<file path="src/source/tdc_pkg.sv">
`default_nettype none

package tdc_pkg;

	localparam int CHANNELS      = 4; // Stop channels.
	localparam int CHANNEL_WIDTH = 2;
	localparam int COARSE_WIDTH  = 7;
	localparam int FINE_WIDTH    = 2;
	localparam int STAMP_WIDTH   = COARSE_WIDTH + 2; // Quarter-period units.

	// Last count of the open window, all ones.
	localparam logic [COARSE_WIDTH-1:0] COARSE_LAST = {COARSE_WIDTH{1'b1}};

	// The code value is the number of quarter periods the edge
	// came before the rising clock edge that reports it.
	typedef enum logic [FINE_WIDTH-1:0] {
		FINE_ON_TIME = 2'b00, // Seen first by the rising sampler.
		FINE_EARLY   = 2'b10  // Seen first by the falling sampler.
	} fine_code_e;

	typedef enum logic [1:0] {
		IDLE   = 2'b00,
		OPEN   = 2'b01,
		CLOSED = 2'b10  // One cycle, triggers readout.
	} window_state_e;

endpackage

`default_nettype wire

</file>
<file path="src/source/coarse_counter.sv">
`timescale 1ns/1ps
`default_nettype none

module coarse_counter (
	input  logic                              clk,
	input  logic                              rst_n,
	input  logic                              start_flag,
	input  logic                              clear,
	output tdc_pkg::window_state_e            state,
	output logic                              window_open,
	output logic [tdc_pkg::COARSE_WIDTH-1:0]  count
);

	always_ff @(posedge clk or negedge rst_n)
	begin
		if (!rst_n)
		begin
			state <= tdc_pkg::IDLE;
			count <= '0;
		end
		else if (clear)
		begin
			state <= tdc_pkg::IDLE; // Abort any window.
			count <= '0;
		end
		else
		begin
			case (state)
				tdc_pkg::IDLE:
				begin
					if (start_flag)
					begin
						state <= tdc_pkg::OPEN;
						count <= '0; // First open cycle counts zero.
					end
				end
				tdc_pkg::OPEN:
				begin
					if (count == tdc_pkg::COARSE_LAST)
						state <= tdc_pkg::CLOSED;
					else
						count <= count + 1'b1;
				end
				tdc_pkg::CLOSED:
				begin
					state <= tdc_pkg::IDLE;
					count <= '0;
				end
				default:
				begin
					state <= tdc_pkg::IDLE;
					count <= '0;
				end
			endcase
		end
	end

	assign window_open = (state == tdc_pkg::OPEN);

	// The readout relies on a single CLOSED cycle after every full window.
	a_closed_once: assert property (@(posedge clk) disable iff (!rst_n)
		state == tdc_pkg::CLOSED |=> state == tdc_pkg::IDLE);

endmodule

`default_nettype wire

</file>
<file path="src/source/dual_edge_detector.sv">
`timescale 1ns/1ps
`default_nettype none

module dual_edge_detector (
	input  logic                clk,
	input  logic                rst_n,
	input  logic                line,
	output logic                edge_flag,
	output tdc_pkg::fine_code_e fine
);

	logic pos_meta; // Rising-edge synchronizer.
	logic pos_sync;
	logic pos_prev;
	logic neg_meta; // Falling-edge synchronizer.
	logic neg_sync;
	logic neg_xfer; // Falling path in the rising domain.
	logic neg_prev;
	logic rise_pos;
	logic rise_neg;

	always_ff @(posedge clk or negedge rst_n)
	begin
		if (!rst_n)
		begin
			pos_meta <= 1'b0;
			pos_sync <= 1'b0;
			pos_prev <= 1'b0;
			neg_xfer <= 1'b0;
			neg_prev <= 1'b0;
		end
		else
		begin
			pos_meta <= line;
			pos_sync <= pos_meta;
			pos_prev <= pos_sync;
			neg_xfer <= neg_sync; // Half-cycle path, already synchronized.
			neg_prev <= neg_xfer;
		end
	end

	always_ff @(negedge clk or negedge rst_n)
	begin
		if (!rst_n)
		begin
			neg_meta <= 1'b0;
			neg_sync <= 1'b0;
		end
		else
		begin
			neg_meta <= line;
			neg_sync <= neg_meta;
		end
	end

	// An edge the falling sampler caught reaches neg_xfer in the same
	// cycle as pos_sync, so both paths line up here.
	assign rise_pos = pos_sync & ~pos_prev;
	assign rise_neg = neg_xfer & ~neg_prev;

	always_ff @(posedge clk or negedge rst_n)
	begin
		if (!rst_n)
		begin
			edge_flag <= 1'b0;
			fine      <= tdc_pkg::FINE_ON_TIME;
		end
		else if (edge_flag)
		begin
			edge_flag <= 1'b0; // Holdoff drops the late falling copy.
			fine      <= tdc_pkg::FINE_ON_TIME;
		end
		else
		begin
			edge_flag <= rise_pos | rise_neg;
			if (rise_neg)
				fine <= tdc_pkg::FINE_EARLY; // Falling path wins.
			else
				fine <= tdc_pkg::FINE_ON_TIME;
		end
	end

	a_flag_single: assert property (@(posedge clk) disable iff (!rst_n)
		edge_flag |=> !edge_flag);

endmodule

`default_nettype wire

</file>
<file path="src/source/hit_channel.sv">
`timescale 1ns/1ps
`default_nettype none

module hit_channel (
	input  logic                              clk,
	input  logic                              rst_n,
	input  logic                              start_flag,
	input  logic                              window_open,
	input  logic                              stop_flag,
	input  tdc_pkg::fine_code_e               fine,
	input  logic [tdc_pkg::COARSE_WIDTH-1:0]  count,
	output logic                              hit,
	output logic [tdc_pkg::STAMP_WIDTH-1:0]   stamp
);

	logic                             stop_q; // Lines the stop up with count k.
	tdc_pkg::fine_code_e              fine_q;
	logic [tdc_pkg::STAMP_WIDTH-1:0]  stamp_next;
	logic                             capture;

	always_ff @(posedge clk or negedge rst_n)
	begin
		if (!rst_n)
			stop_q <= 1'b0;
		else
			stop_q <= stop_flag;
	end

	always_ff @(posedge clk)
	begin
		fine_q <= fine;
	end

	// Coarse count in quarter periods, less the fine code value.
	assign stamp_next = {count, 2'b00}
		- {{(tdc_pkg::STAMP_WIDTH - tdc_pkg::FINE_WIDTH){1'b0}}, fine_q};

	assign capture = window_open & stop_q & ~hit; // First hit only.

	always_ff @(posedge clk or negedge rst_n)
	begin
		if (!rst_n)
			hit <= 1'b0;
		else if (start_flag)
			hit <= 1'b0; // New measurement.
		else if (capture)
			hit <= 1'b1;
	end

	always_ff @(posedge clk)
	begin
		if (start_flag)
			stamp <= '0;
		else if (capture)
			stamp <= stamp_next;
	end

	// Later stops in the same window must not disturb the stored stamp.
	a_stamp_held: assert property (@(posedge clk) disable iff (!rst_n)
		hit && !start_flag |=> $stable(stamp));

endmodule

`default_nettype wire

</file>
<file path="src/source/hit_readout.sv">
`timescale 1ns/1ps
`default_nettype none

module hit_readout (
	input  logic                                                clk,
	input  logic                                                rst_n,
	input  tdc_pkg::window_state_e                              state,
	input  logic [tdc_pkg::CHANNELS-1:0]                        hit,
	input  logic [tdc_pkg::CHANNELS*tdc_pkg::STAMP_WIDTH-1:0]   stamps,
	output logic                                                rec_valid,
	output logic [tdc_pkg::CHANNEL_WIDTH-1:0]                   rec_channel,
	output logic                                                rec_hit,
	output logic [tdc_pkg::STAMP_WIDTH-1:0]                     rec_stamp
);

	logic                               walking; // Channels after 0 still pending.
	logic [tdc_pkg::CHANNEL_WIDTH-1:0]  idx;     // Next channel while walking.
	logic                               emit;
	logic [tdc_pkg::CHANNEL_WIDTH-1:0]  sel;
	logic [tdc_pkg::STAMP_WIDTH-1:0]    sel_stamp;

	// CLOSED emits channel 0 directly, the walk covers the rest.
	assign emit      = walking | (state == tdc_pkg::CLOSED);
	assign sel       = walking ? idx : '0;
	assign sel_stamp = stamps[sel * tdc_pkg::STAMP_WIDTH +: tdc_pkg::STAMP_WIDTH];

	always_ff @(posedge clk or negedge rst_n)
	begin
		if (!rst_n)
		begin
			walking <= 1'b0;
			idx     <= '0;
		end
		else if (emit)
		begin
			idx     <= sel + 1'b1;
			walking <= (sel != (tdc_pkg::CHANNELS - 1)); // Stop after last.
		end
	end

	always_ff @(posedge clk or negedge rst_n)
	begin
		if (!rst_n)
			rec_valid <= 1'b0;
		else
			rec_valid <= emit;
	end

	always_ff @(posedge clk)
	begin
		if (emit)
		begin
			rec_channel <= sel;
			rec_hit     <= hit[sel];
			if (hit[sel])
				rec_stamp <= sel_stamp;
			else
				rec_stamp <= '0; // No hit reads as zero.
		end
	end

	a_first_channel: assert property (@(posedge clk) disable iff (!rst_n)
		$rose(rec_valid) |-> rec_channel == '0);

	a_channel_order: assert property (@(posedge clk) disable iff (!rst_n)
		rec_valid && $past(rec_valid) |-> rec_channel == $past(rec_channel) + 1'b1);

endmodule

`default_nettype wire

</file>
<file path="src/source/tdc_top.sv">
`timescale 1ns/1ps
`default_nettype none

module tdc_top (
	input  logic                               clk,
	input  logic                               rst_n,
	input  logic                               start,
	input  logic [tdc_pkg::CHANNELS-1:0]       stop,
	input  logic                               clear,
	output logic                               rec_valid,
	output logic [tdc_pkg::CHANNEL_WIDTH-1:0]  rec_channel,
	output logic                               rec_hit,
	output logic [tdc_pkg::STAMP_WIDTH-1:0]    rec_stamp,
	output logic                               busy
);

	logic                                               start_flag;
	logic                                               start_arm;  // Accepted start.
	logic [tdc_pkg::CHANNELS-1:0]                       stop_flag;
	tdc_pkg::fine_code_e                                stop_fine [tdc_pkg::CHANNELS];
	tdc_pkg::window_state_e                             state;
	logic                                               window_open;
	logic [tdc_pkg::COARSE_WIDTH-1:0]                   count;
	logic [tdc_pkg::CHANNELS-1:0]                       hit;
	logic [tdc_pkg::CHANNELS*tdc_pkg::STAMP_WIDTH-1:0]  stamps;

	// START sets the time origin, its fine code is not needed.
	dual_edge_detector i_start_det (
		.clk       (clk),
		.rst_n     (rst_n),
		.line      (start),
		.edge_flag (start_flag),
		.fine      ()
	);

	assign start_arm = start_flag & ~busy; // Ignore starts until readout ends.

	coarse_counter i_counter (
		.clk         (clk),
		.rst_n       (rst_n),
		.start_flag  (start_arm),
		.clear       (clear),
		.state       (state),
		.window_open (window_open),
		.count       (count)
	);

	for (genvar i = 0; i < tdc_pkg::CHANNELS; i++)
	begin : g_chan
		dual_edge_detector i_stop_det (
			.clk       (clk),
			.rst_n     (rst_n),
			.line      (stop[i]),
			.edge_flag (stop_flag[i]),
			.fine      (stop_fine[i])
		);

		hit_channel i_hit (
			.clk         (clk),
			.rst_n       (rst_n),
			.start_flag  (start_arm),
			.window_open (window_open),
			.stop_flag   (stop_flag[i]),
			.fine        (stop_fine[i]),
			.count       (count),
			.hit         (hit[i]),
			.stamp       (stamps[i*tdc_pkg::STAMP_WIDTH +: tdc_pkg::STAMP_WIDTH])
		);
	end

	hit_readout i_readout (
		.clk         (clk),
		.rst_n       (rst_n),
		.state       (state),
		.hit         (hit),
		.stamps      (stamps),
		.rec_valid   (rec_valid),
		.rec_channel (rec_channel),
		.rec_hit     (rec_hit),
		.rec_stamp   (rec_stamp)
	);

	always_ff @(posedge clk or negedge rst_n)
	begin
		if (!rst_n)
			busy <= 1'b0;
		else if (clear)
			busy <= 1'b0;
		else if (start_arm)
			busy <= 1'b1;
		else if (rec_valid && (rec_channel == (tdc_pkg::CHANNELS - 1)))
			busy <= 1'b0; // Last record out.
	end

endmodule

`default_nettype wire

</file>
<file path="config.mk">
export PLATFORM = sky130hd
export DESIGN_NAME = tdc_top
export DESIGN_NICKNAME = d
export VERILOG_FILES = /design/src/source/tdc_pkg.sv /design/src/source/coarse_counter.sv /design/src/source/dual_edge_detector.sv /design/src/source/hit_channel.sv /design/src/source/hit_readout.sv /design/src/source/tdc_top.sv
export SDC_FILE = /design/constraint.sdc
export NUM_CORES = 1
export LEC_CHECK = 0
export ABC_AREA = 0
export BUFFER_PORTS_ARGS = -buffer_cell sky130_fd_sc_hd__buf_2
export CAP_MARGIN = 20
export CORE_MARGIN = 5
export CORE_UTILIZATION = 52
export CTS_BUF_LIST = sky130_fd_sc_hd__clkbuf_8
export CTS_CLUSTER_SIZE = 30
export DETAILED_ROUTE_END_ITERATION = 8
export PLACE_DENSITY = 0.69
export SYNTH_ARGS = -nofsm -noshare
export SYNTH_HDL_FRONTEND = slang
export SYNTH_SLANG_ARGS = --single-unit
</file>
<file path="constraint.sdc">
create_clock -name clk -period 4.5 [get_ports clk]
set_input_delay 0.45 -clock clk [delete_from_list [all_inputs] [get_ports clk]]
set_output_delay 0.45 -clock clk [all_outputs]
set_load 0.01 [all_outputs]
</file>
After elaboration in Yosys (flattened, before gate mapping)
Index checks and enable logic that the tools add are counted.
{"block": "totals", "regBits": 126, "out_inout_bits": 14}
{"block": "op_classes", "eq_ne": 8, "mul": 1, "n_mux": 35, "n_shift": 1, "n_lt_le_gt_ge": 1, "bitwise": 40, "addsub": 6, "n_reduce_logical": 9}
{"operator": "36-bit by 7-bit variable part select with 9-bit output", "n": 1}
{"operator": "9-bit by 2-bit subtractor with 9-bit output", "n": 4}
{"operator": "2-bit two-way mux", "n": 12}
{"operator": "7-bit two-way mux", "n": 3}
{"operator": "1-bit bitwise AND", "n": 19}
{"operator": "1-bit two-way mux", "n": 17}
{"operator": "1-bit NOT", "n": 15}
{"operator": "7-bit case mux with 2 select lines", "n": 1}
{"operator": "2-bit nonzero test", "n": 4}
{"operator": "7-bit by 1-bit adder with 7-bit output, second input constant", "n": 1}
{"operator": "7-bit == test, second input constant", "n": 1}
{"operator": "2-bit by 4-bit multiplier with 6-bit output, second input constant", "n": 1}
{"operator": "3-bit inequality test, second input constant", "n": 2}
{"operator": "1-bit OR", "n": 6}
{"operator": "2-bit == test, second input constant", "n": 2}
{"operator": "2-bit case mux with 2 select lines", "n": 1}
{"operator": "2-bit AND reduction", "n": 2}
{"operator": "2-bit by 3-bit < comparator with 1-bit output, second input constant", "n": 1}
{"operator": "3-bit by 2-bit inequality test with 1-bit output, second input constant", "n": 1}
{"operator": "3-bit nonzero test", "n": 1}
{"operator": "2-bit by 1-bit adder with 2-bit output, second input constant", "n": 1}
{"operator": "1-bit binary-select mux with 2-bit select", "n": 1}
{"operator": "2-bit by 1-bit == test with 1-bit output, second input constant", "n": 1}
{"operator": "2-bit zero test", "n": 1}
{"operator": "2 further kinds", "n": 2}

Longest topological paths before layout
{"block": "depth", "ltp_word": 5, "mapped_depth": 7, "ltp_nobuf": 6}

Hierarchy
Synthesis repeated with hierarchy kept, for this count alone.
{"block": "unflattened", "hier_cells": 439, "hier_area_um2": 5124.9}
{"mod": "hit_channel", "instances": 4, "area_each_um2": 556.8, "cells_per_inst": 54, "seq_area_each_um2": 270.3}
{"mod": "dual_edge_detector", "instances": 5, "area_each_um2": 261.5, "cells_per_inst": 15, "seq_area_each_um2": 225.2}
{"mod": "hit_readout", "instances": 1, "area_each_um2": 1022.2, "cells_per_inst": 95, "seq_area_each_um2": 460.4}
{"mod": "coarse_counter", "instances": 1, "area_each_um2": 520.5, "cells_per_inst": 49, "seq_area_each_um2": 225.2}
{"mod": "tdc_top", "instances": 1, "area_each_um2": 47.5, "cells_per_inst": 4, "seq_area_each_um2": 25.0}

==> results.md <==
- The measured slew at the worst slew-check pin is 0.6830 ns.
- The worst register-to-register path has a setup slack of 1.83 ns.
- The slowest cell on the critical path is buf_2.
- The data required time of the critical path is 2.77 ns.
- The largest family of logic cells by synthesized area is simple AND/OR/NAND/NOR gates.
- TritonCTS built the clock tree.
- After global routing the overflow that remains totals 0.
- Together, buffers and inverters on the worst path number 1.
- The die height is 102.8 µm.
- The most used flip-flop cell after synthesis is dfrtp_1.
- The number of warnings printed during yosys synthesis is 0.
- CTS placed an instance of clkbuf_8 at the clock tree root.
- The relative slew slack is 0.5447.
- The area of the placeable core is 8299 µm².
- Dividing total power by cell area gives a power density of 480.3 nW/µm².
- The pin count of the biggest net entering global routing is 34.
- For this configuration, the core starts out at a cell density of 0.5394.
- The beginning of the critical path is rst_n.
- The flow ran to the end, and the final reports show no timing, DRC or antenna violations.
- In this run the worst setup path terminates at g_chan[0].i_stop_det.neg_sync.
- The final HPWL from detailed placement is 5355 µm.
- Of the total synthesized cell area, the portion taken by AND, OR, NAND and NOR gates is 0.1353.
- The clock latency on the worst-skew pair is 0.41 ns.
- In this run the tool buffered the top-level ports with 20 buffer cells.
- The count of antenna-violating nets left after detailed routing is 0.
- The kind of end point of the critical path is an asynchronous set/reset pin.
- After clock tree synthesis, the clock-pin slew on the worst setup and hold paths is 0.06 ns.
- Summed over all instances, the cell type with the most area after synthesis is dfrtp_1.
- The number of setup violations in the final report is 0.
- The clock sink count is 113.
- The register ranked first by flip-flop count is g_chan.i_hit.stamp.
- The area fraction of the dominant cell type after synthesis is 0.3130.
- Measured in cells, the most critical reg-to-reg path has a length of 0.
- The area after detailed placement is 4576 µm².
- The count of vias placed by the detailed router is 2,739.
- 22 I/O pins were placed.
- For this run, the detailed router's first-pass iteration total came to 4.
- The async set-reset flop share out of synthesis is 0.5841.
- By count the netlist is led by dfrtp_1, dfxtp_1, nand2_1.
- The count of final max-slew check failures is 0.
- VDD sags by at most 0.0003625 V.
- The worst setup timing slack at the placement stage is 1.310 ns.
- The H-tree was split into 4 levels.
- The buffer count from post-CTS setup fixing is 0.
- Row generation in the floorplan step produced 33 rows.
- Across the run, the number of max-cap violations was 0.
- In the final layout, the share of cells above drive strength 1 is 0.1651.
- The final sum of negative setup slack is 0 ns.
- The complex-gate fraction of the synthesized area came to 0.1160.
- The portion of the post-synthesis area used by sequential elements is 0.6037.
- The die span in x is 102.8 µm.
- In this design, the stage delay of the slowest critical-path cell is 0.53 ns.
- 0 antenna diodes ended up in the layout.
- The final instance area is 4992 µm².
- The count of hold-fix buffers inserted at cts is 0.
- The worst-path maximum fanout is 33.
- Ranked by total cell area, the synthesized netlist is headed by dfrtp_1, dfxtp_1, edfxtp_1.
- Setup repair after global routing left no endpoint under its margin.
- The maximum clock skew at final layout is 0.03615 ns.
- The hold violation total from the final report came to 0.
- Of the total synthesized cell area, the portion taken by XOR and XNOR cells is 0.04695.
- The first global-routing pass estimated 13,550 µm of wire.
- The total die area is 10,560 µm².
- Gates resized during post-CTS repair numbered 0.
- For this run, the total global-route usage over all layers was measured as 0.1695.
- The number of different library cells used by synthesis comes to 47.
- The largest registers in the layout are g_chan.i_hit.stamp x32, i_readout.rec_stamp x8, i_counter.count x7.
- The global placement routability congestion is 0.8471.
- The cell area that synthesis handed to floorplanning was 4477 µm².
- By startpoint and endpoint, the worst setup path is classified as input port to asynchronous set/reset pin.
- Of the total synthesized cell area, the portion taken by full adders, half adders and majority gates is 0.02236.
- By instance count, the leading cell after synthesis is dfrtp_1.
- The area growth from synthesis to layout is 11.51%.
- The clock passes through at most 2 buffers.
- The via count of the first global-routing pass is 2,792.
- After the last flow step, the layout net total stands at 421.
- The number of enable flip-flop cells after synthesis is 11.
- Dividing the detail-routed wire length by the instance count gives 14.99 µm.
- In the routed design, unresolved DRC markers number 0.
- On the critical path the largest part of the delay comes from buffers and inverters.
- The detailed-route wire length is 7842 µm.
- The cell depth of the worst setup path is 1.
- Once routing completed, OpenROAD measured the worst setup slack at 1.776 ns.
- The endpoint identified for the worst register-to-register timing path is g_chan[0].i_stop_det.neg_xfer.
- The fraction of synthesized area in multiplexers is 0.03689.
- The synthesized area per cell is 11.48 µm².
- The start of the worst register-to-register path is g_chan[0].i_stop_det.neg_sync.
- The per-cell via count in the routed design is 5.237.
- The violation count after the first detailed-routing iteration is 185.
- The number of flip-flops and latches in the synthesized netlist is 113.
- The worst-case hold slack is 0.07547 ns.
- The cell count after synthesis is 390.
- The worst setup path is launched from an input port.
- Walking the worst path, the cells encountered are buf_2.
- The kind of path behind the tightest hold check is input port to asynchronous set/reset pin.
- The number of antenna violations at the first check in global routing is 0.
- The net count of the mapped netlist is 406.
- The leakage power is 2.155 nW.
- The number of flip-flops in the largest register is 32.
- At the worst endpoint, the arrival time is 1.00 ns.
- The number of CTS-inserted buffers is 17.
-- worst min path at each step --
stage,to,startpoint,slack [ns],cells after the start
floorplan,busy,rst_n,0.15,0
global placement,g_chan[1].i_stop_det.neg_sync,g_chan[1].i_stop_det.neg_meta,0.29,0
detailed placement,g_chan[3].i_stop_det.neg_sync,g_chan[3].i_stop_det.neg_meta,0.30,0
CTS,i_start_det.pos_meta,rst_n,0.08,1
global route,i_start_det.pos_meta,rst_n,0.11,1
finish,i_start_det.pos_meta,rst_n,0.08,1
-- logic make-up after synthesis --
| family | count (synthesis) |
|---|---|
| other cells | 1 |
| compound gates | 81 |
| fa+ha+maj | 8 |
| flops | 113 |
| simple gates | 116 |
| mux | 16 |
| xor+xnor | 24 |
| buf+inv | 31 |
-- layer usage --
layer,up-vias,GRT usage,share of wire
met5,-,0,0
met4,0,0.06673,0.0055
met3,7,0.05007,0.049
met2,61,0.2607,0.47
met1,1291,0.2275,0.48
li1,1380,-,-
-- through the flow --
| stage | utilization | instances | total power [mW] |
|---|---|---|---|
| final | 0.6015 | 523 | 2.398 |
| after global routing | 0.6015 | 523 | 2.524 |
| after CTS | 0.6015 | 523 | 2.420 |
| after detailed placement | 0.5513 | 491 | 1.458 |
| after global placement | 0.5513 | 491 | 1.445 |
| after floorplan | - | 390 | 1.389 |
-- cell usage in the layout, fill, tap and decap left out, drive strengths merged, types with 2 or more instances in the layout --
| master | instances |
|---|---|
| a211oi | 16 |
| a21o | 4 |
| a21oi | 22 |
| a31oi | 4 |
| and3 | 2 |
| and3b | 4 |
| buf | 23 |
| bufinv | 2 |
| clkbuf | 21 |
| clkinv | 2 |
| clkinvlp | 3 |
| dfrtn | 10 |
| dfrtp | 56 |
| dfxtp | 36 |
| edfxtp | 11 |
| ha | 8 |
| inv | 8 |
| mux2i | 15 |
| nand2 | 34 |
| nand2b | 7 |
| nand3 | 15 |
| nor2 | 31 |
| nor2b | 3 |
| nor3 | 2 |
| nor3b | 9 |
| o21ai | 23 |
| o31ai | 8 |
| or2 | 4 |
| xnor2 | 4 |
| xor2 | 20 |
-- report_power, final --
group	internal, mW	switching [mW]	total (mW)
Combinational	0.102	0.140	0.242
Clock	0.554	0.406	0.960
Sequential	1.12	0.0734	1.20
-- layout make-up --
class	count	area, µm²
clock inverter	11	127.6
timing repair buffer	23	122.6
clock buffer	21	289.0
fill	692	3307
inverter	4	15.01
sequential	113	2703
tap	105	131.4
multi-input combinational	246	1604
Note: power is estimated with default switching activity, not from simulation.
